==> src/include/csma_defines.svh <==
// Channel access constants
`ifndef CSMA_DEFINES_SVH
`define CSMA_DEFINES_SVH

// clock cycles per microsecond.
// Both the post-decode window and the NAV use this scale.
`define CSMA_COUNT_SCALE 10

// interframe timing in clock cycles.
`define CSMA_SLOT_CYCLES 9
`define CSMA_SIFS_CYCLES 16

// aifs slot numbers per access category.
// Queue 0 is background and queue 3 is voice.
`define CSMA_AIFSN_0 7
`define CSMA_AIFSN_1 3
`define CSMA_AIFSN_2 2
`define CSMA_AIFSN_3 2

// number of transmit queues.
`define CSMA_NUM_AC 4

// backoff slot count width.
`define CSMA_SLOT_W 10

// nav counter width, enough for 32767 us at the cycle scale.
`define CSMA_NAV_W 20

// post-decode wait counter width, an 8-bit top times the scale.
`define CSMA_WAIT_W 12

`endif

==> src/design/csma_pkg.sv <==
// Channel access types
`default_nettype none

`include "csma_defines.svh"

package csma_pkg;

  // duration form, top bit clear, value in microseconds.
  typedef struct packed {
    logic        is_aid;
    logic [14:0] dur_us;
  } dur_t;

  // association id form, top two bits set.
  typedef struct packed {
    logic [1:0]  aid_tag;
    logic [13:0] aid;
  } aid_t;

  // received duration/id word of a frame header.
  typedef union packed {
    dur_t dur;
    aid_t aid;
  } dur_id_u;

  // access category index, 3 is the highest priority.
  typedef logic [$clog2(`CSMA_NUM_AC)-1:0] ac_t;

  // number of backoff slots drawn for one queue.
  typedef logic [`CSMA_SLOT_W-1:0] slots_t;

endpackage

`default_nettype wire

==> src/design/access_arbiter.sv <==
// Access category arbiter
`timescale 1ns/10ps
`default_nettype none

`include "csma_defines.svh"

module access_arbiter (
  input  wire logic                    clk,
  input  wire logic                    rstn,
  input  wire logic [`CSMA_NUM_AC-1:0] ready,
  input  wire logic                    medium_idle,
  output logic [`CSMA_NUM_AC-1:0]      grant,
  output csma_pkg::ac_t                grant_ac
);

  logic [`CSMA_NUM_AC-1:0] eligible;
  logic                    any_eligible;
  csma_pkg::ac_t           win_ac;

  // a queue granted this cycle still shows ready, so mask it.
  assign eligible     = ready & ~grant;
  assign any_eligible = medium_idle & (|eligible);

  // highest index wins.
  always_comb begin
    win_ac = '0;
    for (int i = 0; i < `CSMA_NUM_AC; i++) begin
      if (eligible[i]) begin
        win_ac = csma_pkg::ac_t'(i);
      end
    end
  end

  always_ff @(posedge clk) begin
    if (!rstn) begin
      grant    <= '0;
      grant_ac <= '0;
    end else begin
      grant <= any_eligible ? (`CSMA_NUM_AC'(1) << win_ac) : '0;
      // index holds the last granted queue.
      if (any_eligible) begin
        grant_ac <= win_ac;
      end
    end
  end

endmodule

`default_nettype wire

==> src/design/backoff_engine.sv <==
// Per-queue backoff engine
`timescale 1ns/10ps
`default_nettype none

`include "csma_defines.svh"

module backoff_engine #(
  parameter int AIFS_CYCLES = `CSMA_SIFS_CYCLES + 2 * `CSMA_SLOT_CYCLES
) (
  input  wire logic             clk,
  input  wire logic             rstn,
  input  wire logic             tx_req,
  input  wire csma_pkg::slots_t backoff_slots,
  input  wire logic             medium_idle,
  input  wire logic             grant,
  output logic                  ready
);

  localparam int AIFS_W = $clog2(AIFS_CYCLES + 1);
  localparam int SLOT_W = $clog2(`CSMA_SLOT_CYCLES + 1);

  localparam logic [AIFS_W-1:0] AIFS_LAST = AIFS_W'(AIFS_CYCLES - 1);
  localparam logic [SLOT_W-1:0] SLOT_LAST = SLOT_W'(`CSMA_SLOT_CYCLES - 1);

  localparam logic [1:0] ST_IDLE  = 2'd0;
  localparam logic [1:0] ST_AIFS  = 2'd1;
  localparam logic [1:0] ST_SLOT  = 2'd2;
  localparam logic [1:0] ST_READY = 2'd3;

  logic [1:0]        state;
  logic              tx_req_q;
  logic              req_rise;
  logic [AIFS_W-1:0] aifs_cnt;
  logic [SLOT_W-1:0] slot_cnt;
  csma_pkg::slots_t  slots_left;

  // slots are taken only when a new request starts.
  assign req_rise = tx_req & ~tx_req_q;

  always_ff @(posedge clk) begin
    if (!rstn) begin
      state      <= ST_IDLE;
      tx_req_q   <= 1'b0;
      aifs_cnt   <= '0;
      slot_cnt   <= '0;
      slots_left <= '0;
    end else begin
      tx_req_q <= tx_req;
      if (!tx_req) begin
        state <= ST_IDLE;
      end else begin
        case (state)
          ST_IDLE: begin
            if (req_rise) begin
              state      <= ST_AIFS;
              aifs_cnt   <= '0;
              slots_left <= backoff_slots;
            end
          end
          ST_AIFS: begin
            // aifs needs an unbroken run of idle cycles.
            if (!medium_idle) begin
              aifs_cnt <= '0;
            end else if (aifs_cnt == AIFS_LAST) begin
              slot_cnt <= '0;
              state    <= (slots_left == '0) ? ST_READY : ST_SLOT;
            end else begin
              aifs_cnt <= aifs_cnt + 1'b1;
            end
          end
          ST_SLOT: begin
            if (!medium_idle) begin
              // partial slot is lost, remaining slots are frozen.
              state    <= ST_AIFS;
              aifs_cnt <= '0;
            end else if (slot_cnt == SLOT_LAST) begin
              slot_cnt   <= '0;
              slots_left <= slots_left - 1'b1;
              if (slots_left == csma_pkg::slots_t'(1)) begin
                state <= ST_READY;
              end
            end else begin
              slot_cnt <= slot_cnt + 1'b1;
            end
          end
          default: begin
            // stays ready through busy periods until granted.
            if (grant) begin
              state <= ST_IDLE;
            end
          end
        endcase
      end
    end
  end

  assign ready = (state == ST_READY);

endmodule

`default_nettype wire

==> src/design/cca.sv <==
// Clear channel assessment
`timescale 1ns/10ps
`default_nettype none

`include "csma_defines.svh"

module cca #(
  parameter int RSSI_HALF_DB_WIDTH = 11
) (
  input  wire logic                                 clk,
  input  wire logic                                 rstn,
  input  wire logic signed [RSSI_HALF_DB_WIDTH-1:0] rssi_half_db,
  input  wire logic signed [RSSI_HALF_DB_WIDTH-1:0] rssi_half_db_th,
  input  wire logic                                 rx_ht_aggr,
  input  wire logic                                 rx_ht_aggr_last,
  input  wire logic                                 demod_is_ongoing,
  input  wire logic                                 tx_rf_is_ongoing,
  input  wire logic                                 cts_toself_rf_is_ongoing,
  input  wire logic                                 ack_cts_is_ongoing,
  input  wire logic                                 fcs_in_strobe,
  input  wire logic [7:0]                           wait_after_decode_top,
  output logic                                      ch_idle
);

  logic [`CSMA_WAIT_W-1:0] wait_top_scale;
  logic [`CSMA_WAIT_W-1:0] wait_count;
  logic                    is_counting;
  logic                    frame_end;
  logic                    ch_idle_rssi;

  // last fcs of a plain frame or of the final subframe of an aggregate.
  assign frame_end = fcs_in_strobe & (~rx_ht_aggr | rx_ht_aggr_last);

  always_ff @(posedge clk) begin
    if (!rstn) begin
      wait_top_scale <= '0;
      wait_count     <= '0;
      is_counting    <= 1'b0;
    end else begin
      wait_top_scale <= `CSMA_WAIT_W'(wait_after_decode_top * `CSMA_COUNT_SCALE);
      if (frame_end && (wait_top_scale != '0)) begin
        is_counting <= 1'b1;
        wait_count  <= '0;
      end else if (is_counting) begin
        wait_count <= wait_count + 1'b1;
        // window closes once the count has reached the top.
        if (wait_count >= wait_top_scale) begin
          is_counting <= 1'b0;
        end
      end
    end
  end

  // the medium reads idle during the window regardless of rssi.
  assign ch_idle_rssi = is_counting |
                        ((rssi_half_db <= rssi_half_db_th) & ~demod_is_ongoing);

  // own transmissions always mark the channel busy.
  assign ch_idle = ch_idle_rssi & ~tx_rf_is_ongoing &
                   ~cts_toself_rf_is_ongoing & ~ack_cts_is_ongoing;

endmodule

`default_nettype wire

==> src/design/channel_access_top.sv <==
// Channel access top level
`timescale 1ns/10ps
`default_nettype none

`include "csma_defines.svh"

module channel_access_top #(
  parameter int RSSI_HALF_DB_WIDTH = 11
) (
  input  wire logic                                 clk,
  input  wire logic                                 rstn,
  input  wire logic signed [RSSI_HALF_DB_WIDTH-1:0] rssi_half_db,
  input  wire logic signed [RSSI_HALF_DB_WIDTH-1:0] rssi_half_db_th,
  input  wire logic                                 rx_ht_aggr,
  input  wire logic                                 rx_ht_aggr_last,
  input  wire logic                                 demod_is_ongoing,
  input  wire logic                                 fcs_in_strobe,
  input  wire logic [7:0]                           wait_after_decode_top,
  input  wire logic                                 tx_rf_is_ongoing,
  input  wire logic                                 cts_toself_rf_is_ongoing,
  input  wire logic                                 ack_cts_is_ongoing,
  input  wire logic                                 rx_hdr_valid,
  input  wire csma_pkg::dur_id_u                    rx_dur_id,
  input  wire logic [`CSMA_NUM_AC-1:0]              tx_req,
  input  wire csma_pkg::slots_t [`CSMA_NUM_AC-1:0]  backoff_slots,
  output logic                                      ch_idle,
  output logic                                      nav_busy,
  output logic [`CSMA_NUM_AC-1:0]                   tx_grant,
  output csma_pkg::ac_t                             grant_ac
);

  logic                    medium_idle;
  logic [`CSMA_NUM_AC-1:0] ac_ready;

  cca #(
    .RSSI_HALF_DB_WIDTH(RSSI_HALF_DB_WIDTH)
  ) i_cca (
    .clk                     (clk),
    .rstn                    (rstn),
    .rssi_half_db            (rssi_half_db),
    .rssi_half_db_th         (rssi_half_db_th),
    .rx_ht_aggr              (rx_ht_aggr),
    .rx_ht_aggr_last         (rx_ht_aggr_last),
    .demod_is_ongoing        (demod_is_ongoing),
    .tx_rf_is_ongoing        (tx_rf_is_ongoing),
    .cts_toself_rf_is_ongoing(cts_toself_rf_is_ongoing),
    .ack_cts_is_ongoing      (ack_cts_is_ongoing),
    .fcs_in_strobe           (fcs_in_strobe),
    .wait_after_decode_top   (wait_after_decode_top),
    .ch_idle                 (ch_idle)
  );

  nav_timer i_nav (
    .clk         (clk),
    .rstn        (rstn),
    .rx_hdr_valid(rx_hdr_valid),
    .rx_dur_id   (rx_dur_id),
    .nav_busy    (nav_busy)
  );

  // physical and virtual carrier sense together.
  assign medium_idle = ch_idle & ~nav_busy;

  for (genvar ac = 0; ac < `CSMA_NUM_AC; ac++) begin : g_ac
    localparam int AIFSN = (ac == 3) ? `CSMA_AIFSN_3 :
                           (ac == 2) ? `CSMA_AIFSN_2 :
                           (ac == 1) ? `CSMA_AIFSN_1 : `CSMA_AIFSN_0;

    backoff_engine #(
      .AIFS_CYCLES(`CSMA_SIFS_CYCLES + AIFSN * `CSMA_SLOT_CYCLES)
    ) i_engine (
      .clk          (clk),
      .rstn         (rstn),
      .tx_req       (tx_req[ac]),
      .backoff_slots(backoff_slots[ac]),
      .medium_idle  (medium_idle),
      .grant        (tx_grant[ac]),
      .ready        (ac_ready[ac])
    );
  end

  access_arbiter i_arb (
    .clk        (clk),
    .rstn       (rstn),
    .ready      (ac_ready),
    .medium_idle(medium_idle),
    .grant      (tx_grant),
    .grant_ac   (grant_ac)
  );

endmodule

`default_nettype wire

==> src/design/nav_timer.sv <==
// Network allocation vector
`timescale 1ns/10ps
`default_nettype none

`include "csma_defines.svh"

module nav_timer (
  input  wire logic              clk,
  input  wire logic              rstn,
  input  wire logic              rx_hdr_valid,
  input  wire csma_pkg::dur_id_u rx_dur_id,
  output logic                   nav_busy
);

  logic [`CSMA_NAV_W-1:0] nav_count;
  logic [`CSMA_NAV_W-1:0] nav_new;
  logic                   take_dur;

  // only the duration form reserves the medium.
  assign take_dur = rx_hdr_valid & ~rx_dur_id.dur.is_aid;

  // microseconds to clock cycles.
  assign nav_new = `CSMA_NAV_W'(rx_dur_id.dur.dur_us * `CSMA_COUNT_SCALE);

  always_ff @(posedge clk) begin
    if (!rstn) begin
      nav_count <= '0;
    end else if (take_dur && (nav_new > nav_count)) begin
      // a longer reservation replaces the remaining one.
      nav_count <= nav_new;
    end else if (nav_count != '0) begin
      nav_count <= nav_count - 1'b1;
    end
  end

  assign nav_busy = (nav_count != '0);

endmodule

`default_nettype wire

==> config.mk <==
export PLATFORM = sky130hd
export DESIGN_NAME = channel_access_top
export DESIGN_NICKNAME = d
export VERILOG_FILES = /design/src/design/csma_pkg.sv /design/src/design/access_arbiter.sv /design/src/design/backoff_engine.sv /design/src/design/cca.sv /design/src/design/channel_access_top.sv /design/src/design/nav_timer.sv
export VERILOG_INCLUDE_DIRS = /design/src /design/src/include
export SDC_FILE = /design/constraint.sdc
export NUM_CORES = 1
export LEC_CHECK = 0
export CAP_MARGIN = 20
export CORE_MARGIN = 2
export CORE_UTILIZATION = 55
export CTS_CLUSTER_SIZE = 28
export DETAILED_ROUTE_END_ITERATION = 16
export DONT_BUFFER_PORTS = 1
export GPL_ROUTABILITY_DRIVEN = 0
export GPL_TIMING_DRIVEN = 0
export PLACE_DENSITY = 0.73
export SLEW_MARGIN = 20
export SYNTH_ARGS = -nofsm -noshare
export SYNTH_HDL_FRONTEND = slang
export SYNTH_HIERARCHICAL = 1
export SYNTH_SLANG_ARGS = --single-unit
==> constraint.sdc <==
create_clock -name clk -period 4.3 [get_ports clk]
set_input_delay 0.215 -clock clk [delete_from_list [all_inputs] [get_ports clk]]
set_output_delay 0.215 -clock clk [all_outputs]
set_load 0.02 [all_outputs]
# [Yosys cells after proc, flatten, opt, wreduce, memory -nomap -nowiden]
# Index checks and enable logic that the tools add are counted.
# W data, S select, Z words.
[op_classes] n_addsub=14 multipliers=2 order_cmp=3 eq_ne=60 shifts=1 muxes=98 n_bitwise=28 reduce_logical=53
[op_table] cell="$mux W10" n=12
[op_table] cell="$pmux W10 S2" n=4
[op_table] cell="$mux W4" n=16
[op_table] cell="$mux W2" n=30
[op_table] cell="$mux W6" n=10
[op_table] cell="$reduce_and A5 Y1" n=12
[op_table] cell="$pmux W6 S3" n=3
[op_table] cell="$eq A10 B1 Y1 const B" n=4
[op_table] cell="$logic_not A10 Y1" n=4
[op_table] cell="$sub A10 B1 Y10 const B" n=4
[op_table] cell="$mux W19" n=2
[op_table] cell="$pmux W4 S2" n=4
[op_table] cell="$mux W7" n=4
[op_table] cell="$ne A2 B1 Y1 const B" n=14
[op_table] cell="$pmux W2 S3" n=4
[op_table] cell="$reduce_and A6 Y1" n=4
[op_table] cell="$pmux W7 S3" n=1
[op_table] cell="$gt A19 B20 Y1" n=1
[op_table] cell="$ne A2 B2 Y1 const B" n=10
[op_table] cell="$reduce_bool A20 Y1" n=1
[op_table] cell="$sub A20 B1 Y20 const B" n=1
[op_table] cell="$add A6 B1 Y6 const B" n=3
[op_table] cell="$eq A6 B6 Y1 const B" n=3
[op_table] cell="$mul A15 B3 Y18 const B" n=1
[op_table] cell="other kinds (28)" n=107
[word_totals] ff_bits=144 inputBits=100

# [Logic depth before layout (Yosys ltp)]
[depth] depth_word=9 depth_mapped=17

# [Hierarchy]
# Netlist, hierarchy kept.
[by_module_without_submodules] mod="backoff_engine (g_ac[2].i_engine ...)" instances=2 cells_each=183 area_each_um2=1468.9 seq_area_each_um2=460.4
[by_module_without_submodules] mod="nav_timer" instances=1 cells_each=296 area_each_um2=2434.8 seq_area_each_um2=400.4
[by_module_without_submodules] mod="cca" instances=1 cells_each=219 area_each_um2=1820.5 seq_area_each_um2=480.5
[by_module_without_submodules] mod="backoff_engine (g_ac[0].i_engine)" instances=1 cells_each=187 area_each_um2=1496.4 seq_area_each_um2=480.5
[by_module_without_submodules] mod="backoff_engine (g_ac[1].i_engine)" instances=1 cells_each=184 area_each_um2=1496.4 seq_area_each_um2=460.4
[by_module_without_submodules] mod="access_arbiter" instances=1 cells_each=27 area_each_um2=266.5 seq_area_each_um2=120.1
[by_module_without_submodules] mod="channel_access_top" instances=1 cells_each=1 area_each_um2=13.8 seq_area_each_um2=0.0

# [Worst setup path before layout]
# No wires, ideal clock.
[synth_path] kind="in2reg" start="input port rx_dur_id[1] in the netlist's numbering" end="register i_nav.nav_count[13]" arrival_ns=3.976 required_ns=4.184 slack_ns=0.208 path_stages=16 path_buffers=2 path_cell_list="ha_1 ha_1 fa_1 a211oi_1 o211ai_1 a31o_2 o211a_1 o21a_1 ha_1 nand4b_4 nor4_2 or3b_1 a31o_1 buf_6 buf_4 o211a_1"
[synth_via] elab_chain_len=4 word_cells_on_any_way=5 cone_classes="mul: 1; order compare: 1; mux: 1; reduce/logical: 2"
[synth_lines] element="from (decl)" line_no="channel_access_top.sv:23" source="input wire csma_pkg::dur_id_u rx_dur_id,"
[synth_lines] element="$mul A15 B3 Y18 (no line) (*)"
[synth_lines] element="$gt A19 B20 Y1" line_no="nav_timer.sv:28" source="end else if (take_dur && (nav_new > nav_count)) begin"
[synth_lines] element="$logic_and A1 B1 Y1" line_no="nav_timer.sv:28"
[synth_lines] element="$mux W19 / $reduce_bool A2 Y1 (equally long branches)"
[synth_lines] element="to (signal assigned)" line_no="nav_timer.sv:30" source="nav_count <= nav_new;"
[synth_lines] element="to (signal assigned)" line_no="nav_timer.sv:32" source="nav_count <= nav_count - 1'b1;"
[synth_lines] element="to (decl)" line_no="nav_timer.sv:15" source="logic [`CSMA_NAV_W-1:0] nav_count;"
# Mark *: on every way between the ends. The rest lies on a longest branch, timed or not.
# A chain may end at the register's enable or synchronous reset.

# [Final worst setup path]
[layout_path] start="input port rx_dur_id[1] in the netlist's numbering" end="register i_nav.nav_count[9]"
# The elaborated chain is that of the path after synthesis.

==> flow_summary.ini <==
[detailed_routing]
routedWlPerCell_um = 15.8
drt-initial-drc-count = 507
vias = 9531
vias_per_cell = 6.10
wirelength_um = 24700
drc = 0
wl_met2_um = 11700
dr.pass1.iters = 5
met1_length_um = 11800
dr.max_layer_used = met4
drtAntennaViolNets = 0
wl_met3_um = 1090

[critical_path]
start_kind = primary input
cpMaxStageDelayCell = fa_1
crit_fanout = 10
cp_common_cell = ha_1
crit_arrival_ps = 4350
cp_cell_sequence = ha_1, ha_1, fa_1, a211oi_2, o211ai_1, a31o_2, o211a_1, o21a_1, ha_1, nand4b_4, nor4_2, or3b_1, a31o_1, buf_6, buf_4, o21ai_0, a31oi_1
ff2ff_setup_slack_ps = 690
required_ps = 4590
crit_type = primary input to flip-flop
end_kind = flip-flop
max_stage_delay_ps = 440

[die]
die_w_um = 142
core-area_um2 = 18700
die_h_um = 142
ios = 108
rows = 50
start_util = 0.560
die-area_um2 = 20100

[worst_hold_path]
min_path_type = primary input to flip-flop

[cts]
path_clk_slew_ps = 60
cts_tree = built
cts.sinks = 143
numCtsBuffers = 17
cts_max_path_buffers = 2
htreeDepth = 4
clk_latency_ps = 420
postCtsSetupBuffers = 0
cts-root-buf = clkbuf_16

[cells_and_area]
fillerInstances = 1674
diodes = 0
post_route_cells_drive_above_1_share = 0.0858
area_growth_pct = 10.5
stdcell_area_um2 = 11600
nNetsFinal = 1526

[yosys]
synth-async-reset-ratio = 0
ys_seq_area_frac = 0.274
synth_top_cell_area_share = 0.274
synth_common_cells = 143 x dfxtp_1, 108 x ha_1, 99 x a21oi_1
ys_ff_latch = 143
synthCells = 1280
yosysMostFrequentCell = dfxtp_1
yosysTopAreaCell = dfxtp_1
synth_area_per_cell_um2 = 8.18
synth_area_um2 = 10500
synth_cell_types = 94
synthTopCellsByArea = dfxtp_1 27%, ha_1 13%, a21oi_1 4.7%
synth_edf_count = 0
synth_ff_type = dfxtp_1
synth_nets = 1490
ys.warnings.count = 6

[sta]
slew_viol_final = 0
rsz0062_at_grt = no
worstMarginPinSlew_ps = 881
clock_skew_ps = 11.5
relSlewSlack = 0.407
hold_violations = 0
period_minus_slack_ps = 4070
tns_ps = 0
timing.fmax_mhz = 246
period_share = 0.945
setup_viol = 0

[pwr]
swShare = 0.334
switchingPower_w = 0.00153
internal_power_w = 0.00306
irDropWorstVdd_mv = 0.253
powerDensity_nw_per_um2 = 397
clkPwrFrac = 0.339
power_frac_comb = 0.318
p_leak_nw = 4.57
sequentialPowerShare = 0.343

[global_route]
grt_max_degree = 17
grt_usage = 0.245
grt_first_pass_wirelength_um = 41600
grt_pass1_vias = 9131
grt_overflow = 0
antenna_found_initial = 0

[place]
post_dp_cell_area_um2 = 10800
io_buffers = 0
dp_hpwl_um = 18100

[run]
max_cap_violations = 0

[run_status]
outcome = completed
[sequential cells by signal, indices dropped and copies added, names as in the netlist]
| register | count |
|---|---|
| i_arb/grant_ac | 2 |
| i_cca/wait_top_scale | 11 |
| i_cca/is_counting | 1 |
| i_nav/nav_count | 20 |
| i_cca/wait_count | 12 |
| g_ac.i_engine/tx_req_q | 4 |
| i_arb/grant | 4 |
| g_ac.i_engine/slot_cnt | 16 |
| g_ac.i_engine/aifs_cnt | 25 |
| g_ac.i_engine/slots_left | 40 |
| g_ac.i_engine/state | 8 |
[power by group through the flow]
stage	clock network, W	logic (W)	registers (W)
6_report	0.00156	0.00146	0.00158
3_5_place_dp	0	0.00141	0.00160
4_1_cts	0.00159	0.00145	0.00157
5_1_grt	0.00165	0.00165	0.00159
3_3_place_gp	0	0.00139	0.00160
2_1_floorplan	0	0.00116	0.00157
[critical path, delay by kind of cell]
family	cells	cell delay, ps
buffers and inverters	2	330
adder cells (fa/ha/maj)	4	1270
AO/OA/AOI/OAI	8	1630
AND/OR/NAND/NOR	3	890
[layout make-up]
class / instances / area, µm² / area share
multi-input cells: 992 / 6980 / 0.604
clock buffers: 20 / 437 / 0.0378
repair buffers: 17 / 170 / 0.0147
clock inverters: 12 / 185 / 0.0160
well taps: 234 / 293 / 0.0253
inverters: 95 / 359 / 0.0311
plain buffers: 50 / 277 / 0.0239
flip-flops and latches: 143 / 2860 / 0.248
[per-layer routing]
metal / global-route usage / up-vias
met5: 0 / -
met4: 0.0668 / 0
met3: 0.0424 / 18
met2: 0.416 / 207
met1: 0.322 / 4488
li1: - / 4818
[final timing paths]
path	start	endpoint	cells after the start
setup / recovery	rx_dur_id[1]	i_nav/nav_count[9]$_SDFFE_PN0P_	17
hold / removal	backoff_slots[7]	g_ac[0].i_engine/slots_left[7]$_SDFFE_PN0P_	2
setup reg to reg	i_nav/nav_count[7]$_SDFFE_PN0P_	g_ac[1].i_engine/slots_left[6]$_SDFFE_PN0P_	12
hold reg to reg	g_ac[2].i_engine/aifs_cnt[4]$_SDFFE_PN0P_	g_ac[2].i_engine/aifs_cnt[4]$_SDFFE_PN0P_	1
[per-stage QoR]
stage	hold slack [ps]	util	cells	setup slack (ps)	power (W)
2_1_floorplan	341	-	1280	208	0.00273
3_3_place_gp	346	0.575	1514	-224	0.00298
3_5_place_dp	345	0.575	1514	-217	0.00301
4_1_cts	2.98	0.618	1563	187	0.00461
5_1_grt	12.4	0.618	1563	74.0	0.00489
6_report	12.2	0.618	1563	235	0.00459
[repair_timing]
action                                 in CTS  in global routing
gates resized for setup                     0                  2
hold buffers                               17                  0
endpoints found under the hold margin      22                  0
setup endpoints to repair                   0                  1
[cell families after synthesis]
logic type                 after synthesis  share of synthesized area
AOI/OAI and AO/OA                      372                      0.236
xor gates and xnor gates                35                     0.0293
adders and majority gates              110                      0.133
buffers and inverters                  145                     0.0607
DFF                                    143                      0.274
muxes                                   20                     0.0197
and+or+nand+nor                        455                      0.248
[cell usage in the layout (no fill, tap or decap), types with 18 or more instances in the layout]
master / synthesis / final
dfxtp_1: 143 / 143
clkbuf_1: 18 / 21
o21ai_0: 48 / 48
xnor2_1: 29 / 29
nand3_1: 48 / 48
o21ai_1: 32 / 32
nor3_1: 42 / 42
nor2_1: 76 / 76
and2_1: 21 / 21
ha_1: 108 / 108
o211ai_1: 20 / 20
a21oi_1: 99 / 99
buf_2: 20 / 20
nand2_1: 85 / 85
nand4_1: 27 / 27
inv_1: 93 / 93
nor2b_1: 29 / 29
a211oi_1: 19 / 18
(Power assumes the default switching activity.)
